**src/common/layer_cfg_pkg.sv**
```systemverilog
package layer_cfg_pkg;

	localparam int CHIN        = 2;                            // Input channels
	localparam int KERNEL_DIM  = 3;
	localparam int WOUT        = 4;                            // Same as input width
	localparam int NUM_FILTERS = 8;
	localparam int TAPS        = KERNEL_DIM * KERNEL_DIM * CHIN;
	localparam int NUM_PIX     = WOUT * WOUT;
	localparam int IFM_WORDS   = CHIN * WOUT * WOUT;
	localparam int OFM_WORDS   = NUM_PIX * NUM_FILTERS;

	typedef logic [$clog2(TAPS)-1:0]      tap_t;
	typedef logic [$clog2(NUM_PIX)-1:0]   pix_idx_t;
	typedef logic [$clog2(IFM_WORDS)-1:0] ifm_addr_t;
	typedef logic [$clog2(OFM_WORDS)-1:0] ofm_addr_t;

	typedef enum logic [1:0] {idle, stream, done} state_t;  // Streamer FSM

endpackage

```
**src/common/cnn_fmt_pkg.sv**
```systemverilog
package cnn_fmt_pkg;

	// ##########################################################
	// Fixed-point word widths
	// ##########################################################
	localparam int PIX_W  = 16;            // Pixel and weight word
	localparam int PROD_W = 2 * PIX_W;     // Full product
	localparam int ACC_W  = PROD_W + 1;    // One guard bit for the sum of taps

	typedef logic signed [PIX_W-1:0]  pix_t;   // Q1.14 pixel, weight or result
	typedef logic signed [PROD_W-1:0] prod_t;  // Q2.28 product
	typedef logic signed [ACC_W-1:0]  acc_t;   // Running sum of products
	typedef logic signed [PROD_W-1:0] bias_t;  // Bias in product scale

	// ##########################################################
	// Requantization
	// ##########################################################
	localparam int FRAC_BITS = 14;         // Product scale back to pixel scale
	localparam int OUT_MAX   = 32767;      // Clip level after ReLU

endpackage
```
**src/source/ofm_writer.sv**
```systemverilog
`timescale 1ns/1ps

module ofm_writer (
	input  logic                     clk,
	input  logic                     rst,
	input  cnn_fmt_pkg::pix_t        ofm [layer_cfg_pkg::NUM_FILTERS],
	input  logic                     sample,
	input  layer_cfg_pkg::ofm_addr_t rd_addr,
	output cnn_fmt_pkg::pix_t        rd_data
);

	cnn_fmt_pkg::pix_t cap [layer_cfg_pkg::NUM_FILTERS];
	cnn_fmt_pkg::pix_t mem [layer_cfg_pkg::OFM_WORDS];
	logic [layer_cfg_pkg::OFM_WORDS-1:0] written;  // Unwritten words read as zero
	logic wr_en;
	logic [$clog2(layer_cfg_pkg::NUM_FILTERS)-1:0] fcnt;
	layer_cfg_pkg::pix_idx_t pix_cnt;
	layer_cfg_pkg::ofm_addr_t wr_addr;

	assign wr_addr = layer_cfg_pkg::ofm_addr_t'(pix_cnt * layer_cfg_pkg::NUM_FILTERS + fcnt);

	always_ff @(posedge clk) begin
		if (sample)
			cap <= ofm;
	end

	// ##########################################################
	// Eight-word burst per output pixel
	// ##########################################################
	always_ff @(posedge clk or negedge rst) begin
		if (!rst) begin
			wr_en <= 1'b0;
			fcnt <= '0;
			pix_cnt <= '0;
			written <= '0;
		end else if (sample) begin
			wr_en <= 1'b1;
			fcnt <= '0;
		end else if (wr_en) begin
			written[wr_addr] <= 1'b1;
			fcnt <= fcnt + 1'b1;
			if (fcnt == layer_cfg_pkg::NUM_FILTERS - 1) begin
				wr_en <= 1'b0;
				pix_cnt <= pix_cnt + 1'b1;  // Next pixel's slot
			end
		end
	end

	always_ff @(posedge clk) begin
		if (wr_en)
			mem[wr_addr] <= cap[fcnt];
		rd_data <= written[rd_addr] ? mem[rd_addr] : '0;
	end

	a_no_sample_in_burst: assert property (@(posedge clk) disable iff (!rst)
		sample |-> !wr_en);

endmodule

```
**config.mk**
```make
export PLATFORM = sky130hd
export DESIGN_NAME = ofm_writer
export DESIGN_NICKNAME = d
export VERILOG_FILES = /design/src/common/layer_cfg_pkg.sv /design/src/common/cnn_fmt_pkg.sv /design/src/source/ofm_writer.sv
export SDC_FILE = /design/constraint.sdc
export NUM_CORES = 2
export LEC_CHECK = 0
export ABC_CLOCK_PERIOD_IN_PS = 6600
export BUFFER_PORTS_ARGS = -buffer_cell sky130_fd_sc_hd__buf_2
export CORE_MARGIN = 3
export CORE_UTILIZATION = 60
export DETAILED_ROUTE_END_ITERATION = 12
export GPL_TIMING_DRIVEN = 0
export PLACE_DENSITY = 0.75
export SYNTH_ARGS = -nofsm -noshare
export SYNTH_HDL_FRONTEND = slang
export SYNTH_SLANG_ARGS = --single-unit
```
**constraint.sdc**
```tcl
create_clock -name clk -period 6.6 [get_ports clk]
set_input_delay 1.98 -clock clk [delete_from_list [all_inputs] [get_ports clk]]
set_output_delay 1.98 -clock clk [all_outputs]
set_load 0.02 [all_outputs]
```
* Word level (Yosys, flattened, before mapping) *
Memories as Yosys holds them, arrays and structs flattened. A register that Yosys moved wholly into a read port is not among the register bits.
Cells that the tools add are included.

cells by class
  add/subtract/negate cells = 3
  $lt $le $gt $ge = 4
  eq/ne operators = 1
  muxes and demuxes = 14
  bitwise operators = 3
  reduce and logical (&&, ||, !) cells = 5

operators by type and width
  kind                                                                                 count
  128-bit OR                                                                           1
  16-bit binary-select mux with 3-bit select                                           1
  16-bit 2-to-1 mux                                                                    2
  7-bit by 8-bit less-than comparator with 1-bit output, second input constant         2
  7-bit by 3-bit adder with 7-bit output                                               1
  1-bit binary-select mux with 7-bit select                                            1
  1-bit demux with 7-bit select                                                        1
  7-bit by 1-bit greater-or-equal comparator with 1-bit output, second input constant  1
  1-bit 2-to-1 mux                                                                     7
  3-bit 2-to-1 mux                                                                     2
  4-bit by 1-bit adder with 4-bit output, second input constant                        1
  4-bit greater-or-equal comparator, second input constant                             1
  3-bit NOT with 4-bit output                                                          1
  3-bit by 1-bit adder with 3-bit output, second input constant                        1
  3-bit == test, second input constant                                                 1
  3-bit AND reduction                                                                  1
  2-bit AND reduction                                                                  1
  2-bit nonzero test                                                                   1
  1-bit logical AND                                                                    1
  1-bit logical NOT                                                                    1
  1-bit NOT                                                                            1

word-level totals
  register bits after elaboration = 264
  RAM bits = 2048
  input port bits = 138
  memories = 1

memory list
  name  depth  bits a word  rd ports  clocked after Yosys merged registers in  wr ports  line              text
  mem   128    16           1         1                                        1         ofm_writer.sv:13  cnn_fmt_pkg::pix_t mem [layer_cfg_pkg::OFM_WORDS];

* Logic depth before layout (Yosys ltp) *
  depth after elaboration = 6
  depth in mapped cells = 12
  depth with buffers taken out = 6

* Least setup slack after synthesis *
OpenSTA, ideal clock, no wires.

  kind = input -> register
  start point = input rd_addr[0]
  end point = register rd_data[7] (read register of mem)
  arrival time = 4198 ps
  data required time = 6464 ps
  path slack = 2266 ps
  cell stages on the path = 8
  buffers on the path = 4
  path through = buf_6 -> buf_8 -> buf_6 -> buf_2 -> mux4_2 -> mux4_2 -> a2111oi_0 -> a211oi_1

between the ends
  longest elaborated chain between the ends = 3

RTL lines
  item                                       line              text
  start, declared                            ofm_writer.sv:8   input layer_cfg_pkg::ofm_addr_t rd_addr,
  1-bit binary-select mux with 7-bit select  ofm_writer.sv:52  rd_data <= written[rd_addr] ? mem[rd_addr] : '0;
  1-bit 2-to-1 mux (not written as such)     ofm_writer.sv:52
  1-bit logical NOT (no line)                -
  end, declared                              ofm_writer.sv:9   output cnn_fmt_pkg::pix_t rd_data

Several ways; a longest one is shown, not always the timed one. The select of a mux whose other input is x is not followed.
A chain may end at the register's enable or synchronous reset.

* Worst setup path in the final report *
  start point = input rd_addr[3]
  end point = register rd_data[4] (read register of mem)

Same word-level chain as after synthesis.

==> run metrics <==
HPWL after DPL=216 mm; Yosys reg bits=2,328; outcome=finished, violations left; post-synthesis sequential area ratio=77.3%; Hold Buf Count CTS=0; number of max-cap violations=12; row count=140; chip height=392 um; worst slew pin tran=1670 ps; top-area cell type share of the netlist area=73.1%; Worst-path clk slew=60 ps; CTS sink cnt=2,328; vias in the first global route=49,300; Worst Path Buf+Inv=4; HP Class=flip-flop to flip-flop; layout cells sized above 1=31.9%; fin util=70.7%; power density over cell area=318 nW/um2; leading area contributor after synthesis=edfxtp_1; Leak Pwr=34.1 nW; syn_area_per_cell=22.0 um2; Port-buffer cells=148; largest net degree at the start of global routing=79; most common cell in the netlist=edfxtp_1; post-route ant nets=0; first-pass GRT wire length=432 mm; crit end category=flip-flop; gr usage total=43.1%; failing checks=capacitance limit, slew limit, setup timing; Worst setup SP type=primary input; worst-path maximum fanout=10; Die X=392 um; nets=4,808; Critical Path RT=7230 ps; most area-consuming cells after synthesis=edfxtp_1 73%, mux4_2 15%, dfrtp_1 3.8%; worst r2r dst=mem[110][10]$_DFFE_PP_; drt first pass iters=8; Crit path max-delay family=buffers and inverters; period utilization=113%; Slew headroom=-11.6%; H-tree depth=4; grt ovf=0; worst hold slack=469 ps; initial antenna violation count=32; critical path class=primary input to flip-flop; Gate Count Post-Synth=4,066; area of the die=154,000 um2; drt first-iter violations=11,100; warnings from Yosys=0; Worst Skew=52.2 ps; Worst Hold Depth=1; drt total wl=325 mm; reg2reg start=fcnt[2]$_DFFE_PN0P_; CTS Buffer Depth=3; Hold Crit Start=written[14]$_DFFE_PN0P_; cell count of the worst reg-to-reg path=7; Yosys cell types=61; detailed-route DRC error count=0; f_max=0.134 GHz; fin. max-slew vios=126; num ports=154; CTS tree=yes; cts bufs inserted=216; Filler cells=8,418; fin worst setup slack=-870 ps; Worst path max stage delay=1190 ps; Cell Chain, Critical Path=clkbuf_1 -> clkdlybuf4s15_1 -> clkbuf_1 -> clkbuf_1 -> o21ai_0 -> a221oi_1 -> a31oi_1; Hold Vio Cnt, Final=0; Vias/cell=7.72; final RePlAce weighted congestion=1.05; Post-Syn Nets=4,210; Final Setup Violations=10; Most used DFF post-synth=edfxtp_1; synth cell count leaders=2,176 x edfxtp_1, 578 x mux4_2, 162 x nor2_1, 136 x dfrtp_1, 128 x o21bai_1; worst skew pair latency=890 ps; CORE AREA=147,000 um2; FFs w/ async S/R, synth=5.84%; RSZ-0062 raised after global routing=true; most frequent CP cell=clkbuf_1; worst IR drop on VDD=0.000289 V; WP depth=7; WHS Endpoint=written[14]$_DFFE_PN0P_; worst path arrival time=8100 ps; Period minus WS final=7470 ps; Area Growth Syn to Fin=16.1%; slowest stage cell on the critical path=clkbuf_1; Clk Tree Root Cell=clkbuf_16; Mapped Area=89,300 um2; R2R setup slack=2000 ps; Initial Util=60.9%; vias post-DR=52,400; number of synthesized flops with an enable pin=2,176; DR WL/cell=47.9 um
-- metal layers --
| layer | up-vias | global-route usage, % | wire length (um) |
|---|---|---|---|
| li1 | 18300 | - | - |
| met5 | - | 0.223 | 179 |
| met1 | 26400 | 54.4 | 100000 |
| met3 | 1429 | 21.9 | 60000 |
| met4 | 26 | 30.7 | 30300 |
| met2 | 6137 | 57.9 | 134000 |
-- flip-flops by register name (all words and copies together), names as in the netlist --
register  count
fcnt          3
written     128
pix_cnt       4
wr_en         1
mem        2048
rd_data      16
cap         128
-- worst max-delay path by stage --
stage / startpoint / end / slack (ps)
finish: rd_addr[3] / rd_data[4]$_SDFF_PN0_ / -870
global route: rd_addr[3] / rd_data[4]$_SDFF_PN0_ / -200
CTS: rd_addr[2] / rd_data[10]$_SDFF_PN0_ / 100
detailed placement: rd_addr[1] / rd_data[5]$_SDFF_PN0_ / -1000
global placement: fcnt[2]$_DFFE_PN0P_ / mem[96][15]$_DFFE_PP_ / -1520
floorplan: rd_addr[0] / rd_data[7]$_SDFF_PN0_ / 2270
-- stage by stage --
stage	setup slack, ps	instance area [um2]	TNS [ps]	total power, W	cells
3_3_place_gp	-1520	92500	-2510740	0.0207	6131
5_1_grt	-202	104000	-202	0.0334	6761
6_report	-870	104000	-2390	0.0330	6788
2_1_floorplan	2270	89300	0	0.0191	4066
3_5_place_dp	-1000	96900	-8730	0.0209	6364
4_1_cts	100	104000	0	0.0326	6756
-- cell families (layout without fill, tap and decap cells) --
logic type      count (synthesis)  count (layout)  synth area share (%)
fa+ha+maj                       6               6                0.0840
simple gates                  390             390                  1.92
flops                        2328            2328                  77.3
mux                           693             693                  15.9
compound gates                401             401                  3.37
xor+xnor                        4               4                0.0392
other cells                     0              33                     0
buf+inv                       244            1016                  1.42
-- layout make-up --
| cell class | instances | area, um2 | share of cell area, % |
|---|---|---|---|
| flip-flops and latches | 2328 | 69100 | 66.6 |
| multi-input cells | 1494 | 19400 | 18.7 |
| clock buffers | 290 | 5800 | 5.59 |
| repair buffers | 381 | 4800 | 4.63 |
| well taps | 1917 | 2400 | 2.31 |
| plain buffers | 236 | 1290 | 1.24 |
| clock inverters | 102 | 921 | 0.887 |
| diodes | 33 | 82.6 | 0.0796 |
| inverters | 7 | 26.3 | 0.0253 |
-- where the power goes --
part | switching (W) | internal [W]
clock network | 0.00553 | 0.00663
registers | 0.0000660 | 0.0171
logic | 0.00258 | 0.00103
-- layout by cell type, fill, tap and decap left out, types with 22 or more instances in the layout --
master and n:
a21oi_1 31, a22oi_1 108, buf_16 45, buf_2 209, buf_4 40, buf_6 22, buf_8 184, clkbuf_1 144
clkbuf_16 218, clkbuf_2 27, clkinv_1 44, clkinv_2 32, dfrtp_1 136, diode_2 33, edfxtp_1 2176, mux2i_1 102
mux4_2 578, nand2_1 119, nor2_1 34, nor2_2 127, nor2b_1 23, o21bai_1 128
-- timing repair --
| action | 4_1_cts | 5_1_grt |
|---|---|---|
| hold endpoints to repair | 0 | 0 |
| buffers inserted | 0 | 0 |
| pin swaps | 0 | 0 |
| setup endpoints to repair | 1 | 6 |
| resized for setup | 1 | 6 |
(Power assumes the default switching activity.)
