<file path="config.mk">
export PLATFORM = sky130hd
export DESIGN_NAME = expand3_conv
export DESIGN_NICKNAME = d
export VERILOG_FILES = /design/src/common/layer_cfg_pkg.sv /design/src/common/cnn_fmt_pkg.sv /design/src/expand3_conv/expand3_conv.sv /design/src/expand3_conv/expand3_mac.sv /design/src/expand3_conv/expand3_coeff_rom.sv
export SDC_FILE = /design/constraint.sdc
export NUM_CORES = 1
export LEC_CHECK = 0
export BUFFER_PORTS_ARGS = -buffer_cell sky130_fd_sc_hd__buf_2
export CORE_ASPECT_RATIO = 1.1
export CORE_MARGIN = 2
export CORE_UTILIZATION = 30
export CTS_CLUSTER_SIZE = 8
export DETAILED_ROUTE_END_ITERATION = 10
export PLACE_DENSITY = 0.68
export SLEW_MARGIN = 20
export SYNTH_ARGS = -nofsm -noshare
export SYNTH_HDL_FRONTEND = slang
export SYNTH_SLANG_ARGS = --single-unit
</file>
<file path="constraint.sdc">
create_clock -name clk -period 1.9 [get_ports clk]
set_input_delay 0.095 -clock clk [delete_from_list [all_inputs] [get_ports clk]]
set_output_delay 0.095 -clock clk [all_outputs]
set_load 0.1 [all_outputs]
</file>
<file path="src/data/expand3_weights.hex">
// One line per tap: filter 7 word first, filter 0 word in the low 16 bits
20000000FE00020008000100E0002000
01000000FE000200F8000200E0002000
01000000FE00020008000300E0002000
01000000FE000200F8000400E0002000
01000000FE00020008000500E0002000
01000000FE000200F8000600E0002000
01000000FE00020008000700E0002000
01000000FE000200F8000800E0002000
01004000FE00020008000900E0002000
01004000FE000200F8000A00E0002000
01000000FE00020008000B00E0002000
01000000FE000200F8000C00E0002000
01000000FE00020008000D00E0002000
01000000FE000200F8000E00E0002000
01000000FE00020008000F00E0002000
01000000FE000200F8001000E0002000
01000000FE00020008001100E0002000
E0000000FE000200F8001200E0002000

</file>
<file path="src/data/expand3_bias.hex">
// One 32-bit bias per filter, filter 0 first, product scale
00000000
08000000
00400000
F8000000
02000000
01000000
00000000
FFC00000

</file>
<file path="src/common/layer_cfg_pkg.sv">
package layer_cfg_pkg;

	localparam int CHIN        = 2;                            // Input channels
	localparam int KERNEL_DIM  = 3;
	localparam int WOUT        = 4;                            // Same as input width
	localparam int NUM_FILTERS = 8;
	localparam int TAPS        = KERNEL_DIM * KERNEL_DIM * CHIN;
	localparam int NUM_PIX     = WOUT * WOUT;
	localparam int IFM_WORDS   = CHIN * WOUT * WOUT;
	localparam int OFM_WORDS   = NUM_PIX * NUM_FILTERS;

	typedef logic [$clog2(TAPS)-1:0]      tap_t;
	typedef logic [$clog2(NUM_PIX)-1:0]   pix_idx_t;
	typedef logic [$clog2(IFM_WORDS)-1:0] ifm_addr_t;
	typedef logic [$clog2(OFM_WORDS)-1:0] ofm_addr_t;

	typedef enum logic [1:0] {idle, stream, done} state_t;  // Streamer FSM

endpackage

</file>
<file path="src/common/cnn_fmt_pkg.sv">
package cnn_fmt_pkg;

	// ##########################################################
	// Fixed-point word widths
	// ##########################################################
	localparam int PIX_W  = 16;            // Pixel and weight word
	localparam int PROD_W = 2 * PIX_W;     // Full product
	localparam int ACC_W  = PROD_W + 1;    // One guard bit for the sum of taps

	typedef logic signed [PIX_W-1:0]  pix_t;   // Q1.14 pixel, weight or result
	typedef logic signed [PROD_W-1:0] prod_t;  // Q2.28 product
	typedef logic signed [ACC_W-1:0]  acc_t;   // Running sum of products
	typedef logic signed [PROD_W-1:0] bias_t;  // Bias in product scale

	// ##########################################################
	// Requantization
	// ##########################################################
	localparam int FRAC_BITS = 14;         // Product scale back to pixel scale
	localparam int OUT_MAX   = 32767;      // Clip level after ReLU

endpackage
</file>
<file path="src/expand3_conv/expand3_conv.sv">
`timescale 1ns/1ps

module expand3_conv (
	input  logic              clk,
	input  logic              rst,
	input  cnn_fmt_pkg::pix_t pix,
	input  logic              pix_en,
	input  logic              ack,
	output cnn_fmt_pkg::pix_t ofm [layer_cfg_pkg::NUM_FILTERS],
	output logic              sample,
	output logic              finish
);

	layer_cfg_pkg::tap_t tap;
	cnn_fmt_pkg::pix_t pix_d;
	logic pix_en_d, clr, last_d, acc_done;
	cnn_fmt_pkg::pix_t kernels [layer_cfg_pkg::NUM_FILTERS];
	cnn_fmt_pkg::bias_t biases [layer_cfg_pkg::NUM_FILTERS];
	cnn_fmt_pkg::acc_t acc [layer_cfg_pkg::NUM_FILTERS];
	logic signed [cnn_fmt_pkg::ACC_W:0] sum [layer_cfg_pkg::NUM_FILTERS];
	logic signed [cnn_fmt_pkg::ACC_W:0] shifted [layer_cfg_pkg::NUM_FILTERS];
	cnn_fmt_pkg::pix_t q [layer_cfg_pkg::NUM_FILTERS];
	layer_cfg_pkg::pix_idx_t pix_cnt;
	logic layer_done, ack_seen;

	expand3_coeff_rom u_rom (
		.clk(clk),
		.tap(tap),
		.kernels(kernels),
		.biases(biases)
	);

	// ##########################################################
	// Tap counter and alignment with the ROM latency
	// ##########################################################
	always_ff @(posedge clk or negedge rst) begin
		if (!rst) begin
			tap <= '0;
			pix_en_d <= 1'b0;
			clr <= 1'b0;
			last_d <= 1'b0;
			acc_done <= 1'b0;
		end else begin
			pix_en_d <= pix_en;
			clr <= pix_en && (tap == 0);                                // First tap loads
			last_d <= pix_en && (tap == layer_cfg_pkg::TAPS - 1);
			acc_done <= last_d;                                         // Window sum ready
			if (pix_en)
				tap <= (tap == layer_cfg_pkg::TAPS - 1) ? '0 : tap + 1'b1;
		end
	end

	always_ff @(posedge clk) begin
		pix_d <= pix;
	end

	for (genvar f = 0; f < layer_cfg_pkg::NUM_FILTERS; f++) begin : g_lane
		expand3_mac u_mac (
			.clk(clk),
			.rst(rst),
			.clr(clr),
			.en(pix_en_d),
			.pix(pix_d),
			.ker(kernels[f]),
			.acc(acc[f])
		);
	end

	// Bias, ReLU, then back to Q1.14 with clipping
	always_comb begin
		for (int f = 0; f < layer_cfg_pkg::NUM_FILTERS; f++) begin
			sum[f] = (cnn_fmt_pkg::ACC_W + 1)'(acc[f]) + (cnn_fmt_pkg::ACC_W + 1)'(biases[f]);
			shifted[f] = sum[f] >>> cnn_fmt_pkg::FRAC_BITS;
			if (sum[f] < 0)
				q[f] = '0;
			else if (shifted[f] > cnn_fmt_pkg::OUT_MAX)
				q[f] = cnn_fmt_pkg::pix_t'(cnn_fmt_pkg::OUT_MAX);
			else
				q[f] = shifted[f][cnn_fmt_pkg::PIX_W-1:0];
		end
	end

	always_ff @(posedge clk) begin
		if (acc_done)
			ofm <= q;
	end

	// ##########################################################
	// Layer end and finish handshake
	// ##########################################################
	always_ff @(posedge clk or negedge rst) begin
		if (!rst) begin
			sample <= 1'b0;
			pix_cnt <= '0;
			layer_done <= 1'b0;
			ack_seen <= 1'b0;
		end else begin
			sample <= acc_done && !layer_done;
			if (sample)
				pix_cnt <= pix_cnt + 1'b1;
			if (sample && pix_cnt == layer_cfg_pkg::NUM_PIX - 1)
				layer_done <= 1'b1;  // Last output pixel out
			if (ack)
				ack_seen <= 1'b1;    // Held until the next reset
		end
	end

	assign finish = layer_done && !ack_seen;

	a_no_window_after_end: assert property (@(posedge clk) disable iff (!rst)
		acc_done |-> !layer_done);
	a_clr_on_window_start: assert property (@(posedge clk) disable iff (!rst)
		clr |-> pix_en_d && (!$past(pix_en_d) || $past(last_d)));

endmodule

</file>
<file path="src/expand3_conv/expand3_mac.sv">
`timescale 1ns/1ps

module expand3_mac (
	input  logic              clk,
	input  logic              rst,
	input  logic              clr,
	input  logic              en,
	input  cnn_fmt_pkg::pix_t pix,
	input  cnn_fmt_pkg::pix_t ker,
	output cnn_fmt_pkg::acc_t acc
);

	cnn_fmt_pkg::prod_t prod;

	assign prod = pix * ker;  // Signed Q1.14 times Q1.14

	always_ff @(posedge clk or negedge rst) begin
		if (!rst)
			acc <= '0;
		else if (en) begin
			if (clr)
				acc <= cnn_fmt_pkg::acc_t'(prod);  // New window starts here
			else
				acc <= acc + prod;
		end
	end

endmodule

</file>
<file path="src/expand3_conv/expand3_coeff_rom.sv">
`timescale 1ns/1ps

module expand3_coeff_rom (
	input  logic                clk,
	input  layer_cfg_pkg::tap_t tap,
	output cnn_fmt_pkg::pix_t   kernels [layer_cfg_pkg::NUM_FILTERS],
	output cnn_fmt_pkg::bias_t  biases [layer_cfg_pkg::NUM_FILTERS]
);

	// One line per tap, filter 0 in the low word
	logic [layer_cfg_pkg::NUM_FILTERS*cnn_fmt_pkg::PIX_W-1:0] rom [layer_cfg_pkg::TAPS];
	logic [layer_cfg_pkg::NUM_FILTERS*cnn_fmt_pkg::PIX_W-1:0] row_q;
	cnn_fmt_pkg::bias_t bias_mem [layer_cfg_pkg::NUM_FILTERS];

	initial begin
		$readmemh("/design/src/data/expand3_weights.hex", rom);
		$readmemh("/design/src/data/expand3_bias.hex", bias_mem);
	end

	always_ff @(posedge clk) begin
		row_q <= rom[tap];  // One cycle read latency
	end

	always_comb begin
		for (int f = 0; f < layer_cfg_pkg::NUM_FILTERS; f++) begin
			kernels[f] = row_q[f*cnn_fmt_pkg::PIX_W +: cnn_fmt_pkg::PIX_W];
			biases[f] = bias_mem[f];
		end
	end

endmodule

</file>
### Word-level counts from Yosys, hierarchy flattened

Index checks and enable logic that the tools add are counted.

* add/subtract/negate cells: 18
* multiply operators: 8
* magnitude comparators: 16
* equal/unequal tests: 2
* multiplexer cells: 17
* reduce and logical (&&, ||, !) cells: 16

Operators with widths (count)
* adder 33 x 32 -> 34 bit, second input constant: 8
* less-than comparator 34 x 1 -> 1 bit, second input constant: 8
* adder 33 x 32 -> 33 bit: 8
* 2-to-1 mux 33 bit: 8
* multiplier 16 x 16 -> 32 bit: 8
* > comparator 20 x 16 -> 1 bit, second input constant: 8
* 2-to-1 mux 15 bit: 8
* OR reduction 2 bit: 8
* adder 5 x 1 -> 5 bit, second input constant: 1
* equality test 5 bit, second input constant: 1
* logical AND 1 bit: 5
* zero test 5 bit: 1
* 2-to-1 mux 5 bit: 1
* adder 4 x 1 -> 4 bit, second input constant: 1
* equality test 4 bit, second input constant: 1
* zero test 1 bit: 2

* flip-flop bits (word level): 552
* input bits: 20
* output and inout port bits: 130

### Longest topological paths before layout

* depth in word-level cells: 3
* depth in mapped cells: 5

### By module

Synthesis repeated with hierarchy kept, for this count alone.

* cell total of the unflattened synthesis: 13934
* area, all modules: 122990.5 sq um

Modules (own cells, without submodules)
* expand3_mac (g_lane[1].u_mac ...): instances 4, cells an instance 1467, area each 12916.1 sq um
* expand3_mac (g_lane[6].u_mac ...): instances 2, cells an instance 1488, area each 13158.9 sq um
* expand3_conv: instances 1, cells an instance 1737, area each 15961.6 sq um
* expand3_mac (g_lane[0].u_mac): instances 1, cells an instance 1497, area each 13140.1 sq um
* expand3_mac (g_lane[5].u_mac): instances 1, cells an instance 1471, area each 13020.0 sq um
* expand3_coeff_rom: instances 1, cells an instance 385, area each 2886.5 sq um

### Worst setup path before layout

No wires, ideal clock.

* path type: reg-to-output
* from: register layer_done
* to: output port finish
* arrival time: 1699 ps
* data required time: 1805 ps
* path slack: 106 ps
* stages on the path, launching flop included: 2
* cells stage by stage: dfrtp_1 -> nor2b_1

* word-level cells in the longest chain between the ends: 1

Ends and longest elaborated chain
* start, declared: line expand3_conv.sv:24 `logic layer_done, ack_seen;`
* start signal, assigned: line expand3_conv.sv:95 `layer_done <= 1'b0;`
* start signal, assigned: line expand3_conv.sv:102 `layer_done <= 1'b1;`
* logical AND 1 bit: line expand3_conv.sv:108 `assign finish = layer_done && !ack_seen;`
* end, declared: line expand3_conv.sv:11 `output logic finish`

Every way passes these cells.

### Worst setup path in the final report

* from: register sample
* to: output port sample

RTL lines
* start, declared: line expand3_conv.sv:10 `output logic sample,`
* start signal, assigned: line expand3_conv.sv:98 `sample <= acc_done && !layer_done;`

No word-level cell between the ends.

==> impl_metrics.yaml <==
logic_synthesis:
  synth.distinct_cells: 22
  avgSynthCellArea_um2: 8.79
  synthCells: 177
  synthTopCellsByArea: "buf_4 62%, dfrtp_1 23%, ha_1 2.4%"
  yosysTopAreaCell: "buf_4"
  synth_area_um2: 1560
  yosysSeqAreaShare_pct: 22.5
  synth_top_area_share_pct: 61.8
  ys_warn_count: 0
  synth_seq_cells: 14
finish:
  final_common_cell: "conb_1"
  layout_common_cells: "128 x conb_1, 14 x dfrtp_1, 5 x buf_2"
  finalNetCount: 210
  final_cells: 244
  fillerInstances: 559
  n_antenna_cell: 0
  drive_gt1_share_pct: 6.45
  area_growth_pct: -20.7
place:
  post-place-ws_ns: 0.747
  place_inst: 239
  portBuffers: 5
  gp_congestion: 0.679
  hpwlAfterDp_um: 1270
timing:
  setup_tns_ns: 0
  fin_crit_sh_pct: 66.1
  fin_worst_skew_ns: 0.00406
  slew_violations: 0
  max_freq_mhz: 797
  hold_viol_final: 0
  setup_violations: 0
  rsz0062_at_grt: "false"
  fin_ws_ns: 0.645
  min_period_ns: 1.26
hold_path:
  hold_depth: 2
  hold_start: "ack"
  hold_end: "ack_seen$_DFFE_PN0P_"
  min_path_type: "input pin to register"
clock_network:
  post_cts_resized: 0
  hold_buffers: 1
  clock_sink_count: 14
  postCtsSetupBuffers: 0
  clk_latency_ns: 0.25
  cts_tree: "built"
  cts_made_buffers: 3
  htreeDepth: 1
  cts_buffer_depth: 2
  clockRootBuffer: "clkbuf_8"
  path_clk_slew_ns: 0.06
worst_setup_path:
  r2r_start: "tap[1]$_DFFE_PN0P_"
  r2r_end: "tap[0]$_DFFE_PN0P_"
  r2r_slack_ns: 0.74
  critPathMaxStageDelay_ns: 0.47
  rr_worst_depth: 5
  critPathTopFamily: "buffers and inverters"
  cp_max_fo: 6
  end_kind: "primary output"
  crit_type: "register to primary output"
  crit_slowest_cell: "buf_2"
  path_cells: "buf_2"
  critPathLaunchType: "register"
  required_ns: 1.80
  crit_buf_inv: 1
  arrival_ns: 1.16
power:
  vdd_ir_drop_max_uv: 354
  power_density_nw_per_um2: 1540
  leakage_nw: 0.755
  p_total_mw: 1.90
drt:
  wl_um: 1520
  drc: 0
  viasPerCell: 2.87
  firstDrtPassIters: 6
  vias: 701
  drt-initial-drc-count: 8
  drtAntennaViolNets: 0
  drt-wirelength-per-cell_um: 6.23
run:
  cap_violations: 0
grt:
  grt_max_degree: 15
  grt_pass1_wl_um: 1950
  first_global_vias: 444
  overflow: 0
  antenna_found_initial: 0
  grtUsageTotal_pct: 4.36
die:
  num_io_pins: 150
  start_util_pct: 31.1
  die-area_um2: 5780
  die_w_um: 72.7
  die_h_um: 79.5
  rows: 27
  fp.coreArea_um2: 5000
run_status:
  status: "completed"
[power breakdown]
group,switching [mW],internal [mW]
Combinational,1.15,0.0626
Clock,0.109,0.184
Sequential,0.0527,0.345
[through the flow]
stage,util [%],cell area (um^2),hold slack [ns]
after floorplan,-,2030,-0.201
after global placement,23.4,1170,0.000410
after detailed placement,23.4,1170,0.00762
after CTS,24.7,1230,0.0275
after global routing,24.7,1230,0.0185
final,24.7,1230,0.0324
[state kept, by name, summed over array words and instances, names as in the netlist]
name        flops
sample          1
acc_done        1
tap             5
pix_cnt         4
ack_seen        1
last_d          1
layer_done      1
[worst max path at each step]
stage                                 startpoint                 end  slack (ns)  depth (start not counted)
final                           sample$_DFF_PN0_              sample        0.64                          1
after global routing      layer_done$_DFFE_PN0P_              finish        0.55                          2
after CTS                 layer_done$_DFFE_PN0P_              finish        0.62                          2
after detailed placement      tap[1]$_DFFE_PN0P_  tap[0]$_DFFE_PN0P_        0.75                          5
after global placement        tap[1]$_DFFE_PN0P_  tap[0]$_DFFE_PN0P_        0.78                          5
after floorplan           layer_done$_DFFE_PN0P_              finish        0.11                          1
[layout make-up]
class | instances | area [um^2] | share of cell area [%]
sequential | 14 | 350 | 28.4
clock buffer | 4 | 55.1 | 4.46
tap | 58 | 72.6 | 5.88
inverter | 1 | 3.75 | 0.304
multi-input combinational | 161 | 717 | 58.1
timing repair buffer | 6 | 35.0 | 2.84
[kinds of logic (layout without fill, tap and decap cells)]
kind of cell,after synthesis,after routing,synth area share [%]
buf+inv,129,11,62.0
simple gates,19,19,7.16
flops,14,14,22.5
compound gates,5,5,2.01
xor+xnor,4,4,2.25
fa+ha+maj,3,3,2.41
mux,2,2,1.37
other cells,1,128,0.241
[cells in the mapped netlist]
master and number:
mux2_2 1, xor2_1 1, ha_1 3, nor2_1 2, nand3b_1 2, buf_4 128, or2_2 1, nand2_1 4
a41o_1 1, o21ai_0 2, nand2b_1 4, nand4_1 2, xnor2_1 3, a21oi_1 1, mux2i_1 1, nand3_2 1
nor2b_1 2, dfrtp_1 14, inv_1 1, nor3b_1 1, o22ai_1 1, conb_1 1
[per-layer routing]
metal | track usage [%] | wire [um] | vias to the layer above
met5 | 0 | 0 | -
met4 | 1.67 | 11 | 0
met3 | 2.65 | 263 | 2
met2 | 7.00 | 757 | 74
met1 | 4.61 | 488 | 313
li1 | - | - | 312
Power figures use the tool's default switching activity.
