--- config.mk ---
export PLATFORM = sky130hd
export DESIGN_NAME = ifm_streamer
export DESIGN_NICKNAME = d
export VERILOG_FILES = /design/src/common/layer_cfg_pkg.sv /design/src/common/cnn_fmt_pkg.sv /design/src/source/ifm_streamer.sv
export SDC_FILE = /design/constraint.sdc
export NUM_CORES = 1
export LEC_CHECK = 0
export BUFFER_PORTS_ARGS = -buffer_cell sky130_fd_sc_hd__buf_2
export CAP_MARGIN = 20
export CELL_PAD_IN_SITES_DETAIL_PLACEMENT = 1
export CELL_PAD_IN_SITES_GLOBAL_PLACEMENT = 2
export CORE_ASPECT_RATIO = 0.6
export CORE_MARGIN = 2
export CORE_UTILIZATION = 50
export DETAILED_ROUTE_END_ITERATION = 7
export PLACE_DENSITY_LB_ADDON = 0.1
export SLEW_MARGIN = 20
export SYNTH_ARGS = -nofsm -noshare
export SYNTH_HDL_FRONTEND = slang
export SYNTH_SLANG_ARGS = --single-unit
--- constraint.sdc ---
create_clock -name clk -period 3.4 [get_ports clk]
set_input_delay 0.17 -clock clk [delete_from_list [all_inputs] [get_ports clk]]
set_output_delay 0.17 -clock clk [all_outputs]
set_load 0.02 [all_outputs]
--- src/common/layer_cfg_pkg.sv ---
package layer_cfg_pkg;

	localparam int CHIN        = 2;                            // Input channels
	localparam int KERNEL_DIM  = 3;
	localparam int WOUT        = 4;                            // Same as input width
	localparam int NUM_FILTERS = 8;
	localparam int TAPS        = KERNEL_DIM * KERNEL_DIM * CHIN;
	localparam int NUM_PIX     = WOUT * WOUT;
	localparam int IFM_WORDS   = CHIN * WOUT * WOUT;
	localparam int OFM_WORDS   = NUM_PIX * NUM_FILTERS;

	typedef logic [$clog2(TAPS)-1:0]      tap_t;
	typedef logic [$clog2(NUM_PIX)-1:0]   pix_idx_t;
	typedef logic [$clog2(IFM_WORDS)-1:0] ifm_addr_t;
	typedef logic [$clog2(OFM_WORDS)-1:0] ofm_addr_t;

	typedef enum logic [1:0] {idle, stream, done} state_t;  // Streamer FSM

endpackage

--- src/common/cnn_fmt_pkg.sv ---
package cnn_fmt_pkg;

	// ##########################################################
	// Fixed-point word widths
	// ##########################################################
	localparam int PIX_W  = 16;            // Pixel and weight word
	localparam int PROD_W = 2 * PIX_W;     // Full product
	localparam int ACC_W  = PROD_W + 1;    // One guard bit for the sum of taps

	typedef logic signed [PIX_W-1:0]  pix_t;   // Q1.14 pixel, weight or result
	typedef logic signed [PROD_W-1:0] prod_t;  // Q2.28 product
	typedef logic signed [ACC_W-1:0]  acc_t;   // Running sum of products
	typedef logic signed [PROD_W-1:0] bias_t;  // Bias in product scale

	// ##########################################################
	// Requantization
	// ##########################################################
	localparam int FRAC_BITS = 14;         // Product scale back to pixel scale
	localparam int OUT_MAX   = 32767;      // Clip level after ReLU

endpackage
--- src/source/ifm_streamer.sv ---
`timescale 1ns/1ps

module ifm_streamer (
	input  logic                     clk,
	input  logic                     rst,
	input  logic                     load_en,
	input  layer_cfg_pkg::ifm_addr_t load_addr,
	input  cnn_fmt_pkg::pix_t        load_data,
	input  logic                     start,
	output cnn_fmt_pkg::pix_t        pix,
	output logic                     pix_en,
	output logic                     busy
);

	cnn_fmt_pkg::pix_t mem [layer_cfg_pkg::IFM_WORDS];

	layer_cfg_pkg::state_t state;
	layer_cfg_pkg::pix_idx_t pix_idx;                          // Output pixel
	logic [$clog2(layer_cfg_pkg::KERNEL_DIM)-1:0] kr, kc;     // Kernel position
	logic [$clog2(layer_cfg_pkg::CHIN)-1:0] ch;                // Innermost

	logic [1:0] out_r, out_c;
	logic signed [3:0] in_r, in_c;
	logic pad;
	layer_cfg_pkg::ifm_addr_t rd_addr;

	// ##########################################################
	// Kernel-order address with zero padding
	// ##########################################################
	always_comb begin
		out_r = 2'(pix_idx / layer_cfg_pkg::WOUT);
		out_c = 2'(pix_idx % layer_cfg_pkg::WOUT);
		in_r = $signed({2'b00, out_r}) + $signed({2'b00, kr}) - 4'sd1;
		in_c = $signed({2'b00, out_c}) + $signed({2'b00, kc}) - 4'sd1;
		pad = (in_r < 0) || (in_r >= layer_cfg_pkg::WOUT) ||
			(in_c < 0) || (in_c >= layer_cfg_pkg::WOUT);
		rd_addr = layer_cfg_pkg::ifm_addr_t'(ch * layer_cfg_pkg::WOUT * layer_cfg_pkg::WOUT +
			in_r[1:0] * layer_cfg_pkg::WOUT + in_c[1:0]);
	end

	always_ff @(posedge clk or negedge rst) begin
		if (!rst) begin
			state <= layer_cfg_pkg::idle;
			pix_idx <= '0;
			kr <= '0;
			kc <= '0;
			ch <= '0;
		end else begin
			case (state)
				layer_cfg_pkg::idle: if (start) state <= layer_cfg_pkg::stream;
				layer_cfg_pkg::stream: begin
					if (ch == layer_cfg_pkg::CHIN - 1) begin
						ch <= '0;
						if (kc == layer_cfg_pkg::KERNEL_DIM - 1) begin
							kc <= '0;
							if (kr == layer_cfg_pkg::KERNEL_DIM - 1) begin
								kr <= '0;
								pix_idx <= pix_idx + 1'b1;
								if (pix_idx == layer_cfg_pkg::NUM_PIX - 1)
									state <= layer_cfg_pkg::done;  // Last tap issued
							end else
								kr <= kr + 1'b1;
						end else
							kc <= kc + 1'b1;
					end else
						ch <= ch + 1'b1;
				end
				default: state <= layer_cfg_pkg::done;  // One run per reset
			endcase
		end
	end

	always_ff @(posedge clk or negedge rst) begin
		if (!rst)
			pix_en <= 1'b0;
		else
			pix_en <= (state == layer_cfg_pkg::stream);
	end

	// Load port and registered tap read
	always_ff @(posedge clk) begin
		if (load_en)
			mem[load_addr] <= load_data;
		if (state == layer_cfg_pkg::stream)
			pix <= pad ? '0 : mem[rd_addr];  // Border taps skip the read
	end

	assign busy = (state == layer_cfg_pkg::stream) || pix_en;

	a_pix_en_until_end: assert property (@(posedge clk) disable iff (!rst)
		$fell(pix_en) |-> state == layer_cfg_pkg::done && pix_idx == '0);

endmodule

Yosys cells after proc, flatten, opt, wreduce, memory -nomap -nowiden --
Memories as Yosys holds them, arrays and structs flattened. A register that Yosys moved wholly into a read port is not among the register bits. Index checks and enable logic that the tools add are counted.
Operators by class: $add $sub $neg 10, $lt $le $gt $ge 4, equality and inequality tests 9, multiplexer cells 11, reductions and logical operators 9
Operators by type and width (number):
- $mux 2 | 7
- $ne 2x2->1 const B | 5
- $ge 4x4->1 const B | 2
- $lt 4x1->1 const B | 2
- $sub 3x1->4 const B | 2
- $add 2x2->3 | 2
- $add 5x2->5 | 1
- $add 5x4->5 | 1
- $reduce_and 5->1 | 1
- $add 2x1->2 const B | 2
- $add 4x1->4 const B | 1
- $eq 2x2->1 const B | 2
- $eq 4x4->1 const B | 1
- $logic_or 1x1->1 | 4
- $pmux 2 s2 | 1
- $reduce_and 4->1 | 1
- $mux 1 | 3
- $reduce_and 3->1 | 1
- $eq 2x1->1 const B | 1
- $logic_not 2->1 | 1
- $reduce_and 2->1 | 1
- $add 1x1->1 const B | 1
Storage, ports and cells: register bits after elaboration 12, bits in writable memories 512, bits of input ports 25, logic and storage cells 50, memories 1
Memory list:
- mem | words 32, bits a word 16, read ports 1, clocked after memory_dff 1, wr ports 1, line ifm_streamer.sv:15 | cnn_fmt_pkg::pix_t mem [layer_cfg_pkg::IFM_WORDS];

Depth between registers and ports, before layout --
Gate-level depths: netlist (run 1).
word-level depth 6, depth in mapped cells 11, gate-level depth less buffers 8

Worst setup path before layout (run 1) --
OpenSTA, ideal clock, no wires.
path type register to register, start register kc[1] (netlist name), end register pix[10] (read register of mem), data pin, arrival 2195 ps, slack 931 ps, stages on the path, launching flop included 11, clock period less this slack 2469 ps, cells stage by stage dfrtp_1 inv_1 ha_1 inv_1 ha_1 buf_6 buf_8 buf_4 mux4_2 a22oi_1 a31oi_1
On the way: longest elaborated chain between the ends 5
RTL lines:
- start, declared | line ifm_streamer.sv:19 | logic [$clog2(layer_cfg_pkg::KERNEL_DIM)-1:0] kr, kc;
- start signal, assigned | line ifm_streamer.sv:64 | kc <= kc + 1'b1;
- $add 2x2->3 * | line ifm_streamer.sv:34 | in_c = $signed({2'b00, out_c}) + $signed({2'b00, kc}) - 4'sd1;
- $sub 3x1->4 * | line ifm_streamer.sv:34
- $lt 4x1->1 | line ifm_streamer.sv:36 | (in_c < 0) || (in_c >= layer_cfg_pkg::WOUT);
- $logic_or 1x1->1 | line ifm_streamer.sv:35 | pad = (in_r < 0) || (in_r >= layer_cfg_pkg::WOUT) ||
- $logic_or 1x1->1 | line ifm_streamer.sv:36
- end, declared | line ifm_streamer.sv:10 | output cnn_fmt_pkg::pix_t pix,
Every way passes the cells marked *; elsewhere a longest branch is shown, timed or not. A chain may end at the register's enable or synchronous reset.

Final worst setup path (run 1) --
start register kc[1] (netlist name), end register pix[3] (read register of mem), data pin
Same word-level chain as after synthesis.

==> impl_metrics.yaml, run 1 <==
global_route:
  first_global_vias: 10500
  grt_max_degree: 54
  grt_usage: 0.254
  antenna_found_initial: 3
  grt.overflow.total: 0
  grt_pass1_wl_microns: 77000
pwr:
  powerDensity_nw_per_um2: 973
  switching_share: 0.344
  seqPwrFrac: 0.327
  vdd_drop_max_uv: 539
  power.internal_uw: 15300
  pwr-share-clk: 0.240
  power.net_switching_uw: 8020
  leakage_uw: 0.00789
  power.share.combinational: 0.433
  p_total_uw: 23300
die:
  fp.coreArea_sq_um: 41700
  die-area_sq_um: 43700
  num_rows: 58
  fp.dieW_microns: 269
  die_h_microns: 163
  io_pins: 43
  start_util: 0.504
setup_path:
  startpoint: "kc[1]"
  end_kind: "flop"
  regToRegEndpoint: "pix[3]"
  cp_slowest_cell: "mux4_2"
  critPathKind: "flop to flop"
  reg2reg_depth: 9
  crit_required_ns: 3.69
  cp_cell_sequence: "inv_1 > ha_1 > inv_1 > ha_4 > buf_4 > mux4_2 > mux2i_1 > a221o_1 > a31oi_1"
  cp_max_fo: 15
  reg2reg_from: "kc[1]"
  rrSetupSlack_ns: 0.26
  cp_common_cell: "inv_1"
  slowest_delay_ns: 0.53
  worstSetupStartpointType: "flop"
  crit_end: "pix[3]"
  crit_arrival_ns: 3.43
yosys:
  syn_inst: 957
  synth_seq_cells: 540
  synth_edf_count: 528
  synthTopCellsByCount: "edfxtp_1, mux4_2, mux2i_1, nor2_1, nand2_1"
  syn_nets: 989
  synth_top_area_cell: "edfxtp_1"
  syn-cell-area_sq_um: 21000
  yosys.area.top_type_share: 0.755
  yosysMostFrequentCell: "edfxtp_1"
  netlist_top_cells_area: "edfxtp_1, mux4_2, mux2i_1"
  synth_seq_area_share: 0.769
  syn_avg_cell_area_sq_um: 21.9
  synthArstFlopShare: 0.0222
  synth_warnings: 0
  synth_flop_cell: "edfxtp_1"
  synthDistinctLibCells: 39
clocking:
  clkSlewWorstSetupHoldPaths_ns: 0.06
  htreeDepth: 2
  root_buffer: "clkbuf_16"
  cts_buffer_depth: 3
  cts_buffers: 50
  cts_sinks: 540
  cts_setup_buffers: 0
  worstSkewPairLatency_ns: 0.57
  cts_tree: "built"
sta:
  relSlewSlack: 0.269
  tightest_slew_ns: 1.09
  fin_skew_ns: 0.0112
  setup-violations-final: 0
  tns_ns: 0
  max_clock_freq_mhz: 319
  slew_viol_final: 0
  min_period_over_period: 0.923
  finalCriticalPeriod_ns: 3.14
  finalHoldViolations: 0
  rsz0062_at_grt: "no"
  holdWs_ns: 0.0170
final_layout:
  multiInputGateArea_sq_um: 4470
  nFillCells: 3533
  fin_cells: 1695
  nNetsFinal: 1117
  stdcell_area_sq_um: 23900
  seq_area_sq_um: 16200
  drive_gt1_frac: 0.275
  area_delta_synth_final_pct: 13.8
place:
  placedCellCount: 1601
  place_area_sq_um: 22300
  gp_congestion: 0.779
  portBuffers: 42
  hpwlAfterDp_microns: 32800
detailed_routing:
  routedWlPerCell_microns: 31.6
  drt_wl_total_microns: 53600
  dr.pass1.iters: 4
  vias: 10300
  via_per_inst: 6.07
  drt-initial-drc-count: 1160
  drtAntennaViolNets: 0
  drt_drc_violations_left: 0
outcome:
  status: "complete, no violations"
job:
  cap_violations: 0
min_path:
  min_path_type: "primary input to async pin"
-- per-layer routing --
layer | wire (microns) | track usage | vias to the layer above
met5 | 12 | 0 | -
met4 | 753 | 0.0457 | 2
met3 | 4610 | 0.0593 | 55
met2 | 22800 | 0.353 | 416
met1 | 25400 | 0.412 | 5518
li1 | - | - | 4292
-- final cells by class --
| type | instances | area share |
|---|---|---|
| sequential | 540 | 0.676 |
| timing repair buffer | 124 | 0.0379 |
| tap | 570 | 0.0298 |
| clock buffer | 59 | 0.0546 |
| antenna | 1 | 0.000105 |
| multi-input combinational | 355 | 0.187 |
| clock inverter | 32 | 0.0128 |
| inverter | 14 | 0.00220 |
-- sequential cells by signal (all words and copies together), names as in the netlist --
signal,count
mem,512
pix,16
pix_idx,4
kc,2
kr,2
state,2
ch,1
pix_en,1
-- metrics by stage --
stage                      util  setup slack, ns
final                     0.574            0.260
after global routing      0.574            0.168
after CTS                 0.574            0.208
after detailed placement  0.535            0.293
after global placement    0.535            0.354
after floorplan               -            0.931
-- cells in the final DEF (no fill, tap or decap), types with 2 or more instances in the layout --
| cell type | netlist | final |
|---|---|---|
| mux4_2 | 91 | 91 |
| clkbuf_16 | 0 | 51 |
| clkinv_1 | 0 | 16 |
| a221oi_1 | 9 | 9 |
| nand3_1 | 2 | 2 |
| dlygate4sd3_1 | 0 | 2 |
| clkinvlp_4 | 0 | 2 |
| clkbuf_1 | 9 | 8 |
| nor2_2 | 0 | 18 |
| clkinv_2 | 0 | 7 |
| mux4_1 | 21 | 21 |
| nand2_1 | 22 | 22 |
| bufinv_16 | 0 | 6 |
| xnor2_1 | 6 | 6 |
| buf_4 | 7 | 74 |
| o2111ai_1 | 7 | 7 |
| dfrtp_1 | 12 | 12 |
| or3b_2 | 3 | 3 |
| o21ai_0 | 11 | 10 |
| nor2_1 | 40 | 22 |
| a221o_1 | 16 | 16 |
| ha_4 | 0 | 2 |
| inv_1 | 13 | 12 |
| buf_2 | 10 | 42 |
| a31oi_1 | 16 | 16 |
| nor3_1 | 3 | 3 |
| ha_1 | 7 | 4 |
| nor2b_1 | 2 | 2 |
| edfxtp_1 | 528 | 528 |
| mux2i_1 | 64 | 64 |
| nand3b_1 | 6 | 6 |
| a22oi_1 | 16 | 16 |
| nand2b_1 | 4 | 4 |
| buf_12 | 3 | 6 |
-- logic make-up after synthesis --
group	count (synthesis)	share of synthesized area
buffers and inverters	62	0.0215
adders and majority gates	7	0.00417
muxes	177	0.155
xor gates and xnor gates	6	0.00250
DFF	540	0.769
AOI/OAI and AO/OA	78	0.0287
and+or+nand+nor	87	0.0190
-- power by group through the flow --
stage | Sequential [uW] | Clock [uW] | Combinational (uW)
5_1_grt | 7620 | 5930 | 10700
3_3_place_gp | 7750 | 0 | 9960
4_1_cts | 7610 | 5690 | 10100
2_1_floorplan | 7750 | 0 | 6610
3_5_place_dp | 7750 | 0 | 10000
6_report | 7610 | 5590 | 10100
-- worst max-delay path, delay by kind of cell, from the launching register on --
family / cells / cell delay [ns]
AOI/OAI and AO/OA: 2 / 0.37
adders and majority gates: 2 / 0.76
buffers and inverters: 3 / 0.41
DFF: 1 / 0.39
muxes: 2 / 0.90
-- worst min path at each step --
stage               from    endpoint  depth (start not counted)  slack, ns
finish               rst    state[0]                          2       0.02
global route         rst  pix_idx[2]                          2       0.03
CTS                  rst    state[0]                          2      0.003
detailed placement   rst      pix_en                          1       0.07
global placement     rst      pix_en                          1       0.06
floorplan            rst          ch                          0      -0.13
-- repair_timing --
item,in CTS,in global routing
gates resized for setup,0,1
endpoints found under the setup margin,0,1
hold endpoints to repair,13,0
hold buffers,2,0
No activity file was read; power rests on OpenSTA's default activity.
==> run 2, diff against run 1 <==
--- a/config.mk
+++ b/config.mk
@@ -11,7 +11,7 @@
 export CELL_PAD_IN_SITES_GLOBAL_PLACEMENT = 2
 export CORE_ASPECT_RATIO = 0.6
 export CORE_MARGIN = 2
-export CORE_UTILIZATION = 50
+export CORE_UTILIZATION = 38
 export DETAILED_ROUTE_END_ITERATION = 7
 export PLACE_DENSITY_LB_ADDON = 0.1
 export SLEW_MARGIN = 20
==> run 2 against run 1 <==
First-iteration DRC count decreased by 24%; worst hold slack improved by 0.15 ns; wire length increased by 0.82%; clock power increased by 3%; final cell count increased by 8.6%; worst setup slack got worse by 0.0082 ns; combinational power about the same; critical path type unchanged; largest power group unchanged.
==> impl_metrics.yaml, run 2 (same netlist as run 1, synthesis figures left out) <==
pwr:
  switching_share: 0.345
  pwr-share-clk: 0.247
  leakage_uw: 0.00793
  power.share.combinational: 0.427
  power.net_switching_uw: 8030
  p_total_uw: 23300
  power.internal_uw: 15300
  powerDensity_nw_per_um2: 964
  seqPwrFrac: 0.325
  vdd_drop_max_uv: 635
sta:
  finalCriticalPeriod_ns: 3.15
  relSlewSlack: 0.337
  min_period_over_period: 0.926
  slew_viol_final: 0
  tns_ns: 0
  setup-violations-final: 0
  holdWs_ns: 0.167
  fin_skew_ns: 0.0107
  finalHoldViolations: 0
  rsz0062_at_grt: "no"
  max_clock_freq_mhz: 318
  tightest_slew_ns: 0.991
final_layout:
  drive_gt1_frac: 0.288
  area_delta_synth_final_pct: 15.1
  top_register: "mem"
  stdcell_area_sq_um: 24200
  final_common_cell: "edfxtp_1"
  largest_reg_flops: 512
  nNetsFinal: 1120
  nFillCells: 4999
  reg_top3: "mem x512, pix x16, pix_idx x4"
  layout_common_cells: "edfxtp_1, mux4_2, buf_4"
outcome:
  status: "complete, no violations"
detailed_routing:
  drt_wl_total_microns: 54000
  vias: 9982
  drtAntennaViolNets: 0
  drt_drc_violations_left: 0
  routedWlPerCell_microns: 29.3
  via_per_inst: 5.42
  drt-initial-drc-count: 887
  dr.pass1.iters: 4
clocking:
  clkSlewWorstSetupHoldPaths_ns: 0.07
  cts_buffer_depth: 3
  root_buffer: "clkbuf_16"
  cts_sinks: 540
  worstSkewPairLatency_ns: 0.57
  ctsResizeCount: 0
  cts_buffers: 50
  htreeDepth: 2
  cts_tree: "built"
setup_path:
  cp_max_fo: 26
  worstSetupStartpointType: "flop"
  crit_arrival_ns: 3.46
  end_kind: "flop"
  crit_required_ns: 3.71
  critPathKind: "flop to flop"
  rrSetupSlack_ns: 0.25
global_route:
  grt_use_met3: 0.0323
  grtUsageMet1: 0.306
  grt_pass1_wl_microns: 77600
  grt_usage: 0.193
  first_global_vias: 10300
  grt.busiest_layer: "met1"
  use_met2: 0.281
  grt.overflow.total: 0
  grt_max_degree: 39
  antenna_found_initial: 3
die:
  die_h_microns: 186
  io_pins: 43
  num_rows: 66
  start_util: 0.386
  fp.coreArea_sq_um: 54400
  fp.dieW_microns: 308
  die-area_sq_um: 57200
job:
  cap_violations: 0
place:
  gp_congestion: 0.711
  portBuffers: 42
  place_area_sq_um: 22500
  hpwlAfterDp_microns: 33200
min_path:
  min_path_type: "primary input to flop"
-- run 2: final cells by class --
class | instances | area (sq um) | area share
Sequential cell | 540 | 16200 | 0.668
Multi-Input combinational cell | 355 | 4480 | 0.185
Clock buffer | 62 | 1360 | 0.0563
Timing Repair Buffer | 127 | 921 | 0.0381
Tap cell | 714 | 893 | 0.0370
Clock inverter | 28 | 303 | 0.0125
Inverter | 14 | 52.6 | 0.00217
Antenna cell | 1 | 2.50 | 0.000104
-- run 2: metrics by stage --
stage / std cells / worst slack [ns] / utilization
2_1_floorplan: 957 / 0.931 / -
3_3_place_gp: 1746 / 0.247 / 0.413
3_5_place_dp: 1746 / 0.210 / 0.413
4_1_cts: 1840 / 0.197 / 0.444
5_1_grt: 1840 / 0.0853 / 0.444
6_report: 1841 / 0.252 / 0.444
-- run 2: path summary, 6_finish.rpt --
check / start / to / depth (start not counted)
worst max-delay path: kc[1] / pix[4] / 9
worst min-delay path: load_data[7] / mem[16][7] / 1
worst max register to register: kc[1] / pix[4] / 9
worst min register to register: kc[1] / kc[1] / 2
max in group asynchronous: rst / pix_idx[0] / 4
min in group asynchronous: rst / state[1] / 3
-- run 2: repair_timing --
item,in CTS,in global routing
hold buffers,4,0
endpoints found under the hold margin,13,0
buffers inserted,0,0
-- run 2: per-layer routing --
layer | part of all wire | vias to the layer above
li1 | - | 4302
met1 | 0.50 | 5381
met2 | 0.43 | 241
met3 | 0.059 | 56
met4 | 0.014 | 2
met5 | 0.00024 | -
-- run 2: power groups by stage --
| stage | Combinational [uW] | Clock (uW) | Sequential (uW) |
|---|---|---|---|
| 5_1_grt | 10600 | 6140 | 7600 |
| 4_1_cts | 10100 | 5900 | 7590 |
| 2_1_floorplan | 6610 | 0 | 7750 |
| 3_5_place_dp | 10100 | 0 | 7730 |
| 6_report | 9960 | 5770 | 7590 |
| 3_3_place_gp | 10100 | 0 | 7730 |
-- run 2: worst max-delay path, cell delays in order (launching register included) --
cell and delay (ns):
dfrtp_1 0.38, inv_1 0.07, ha_1 0.27, inv_1 0.05, ha_4 0.37, buf_12 0.25, mux4_2 0.59, o21ai_0 0.56
buf_4 0.22, a31oi_1 0.07
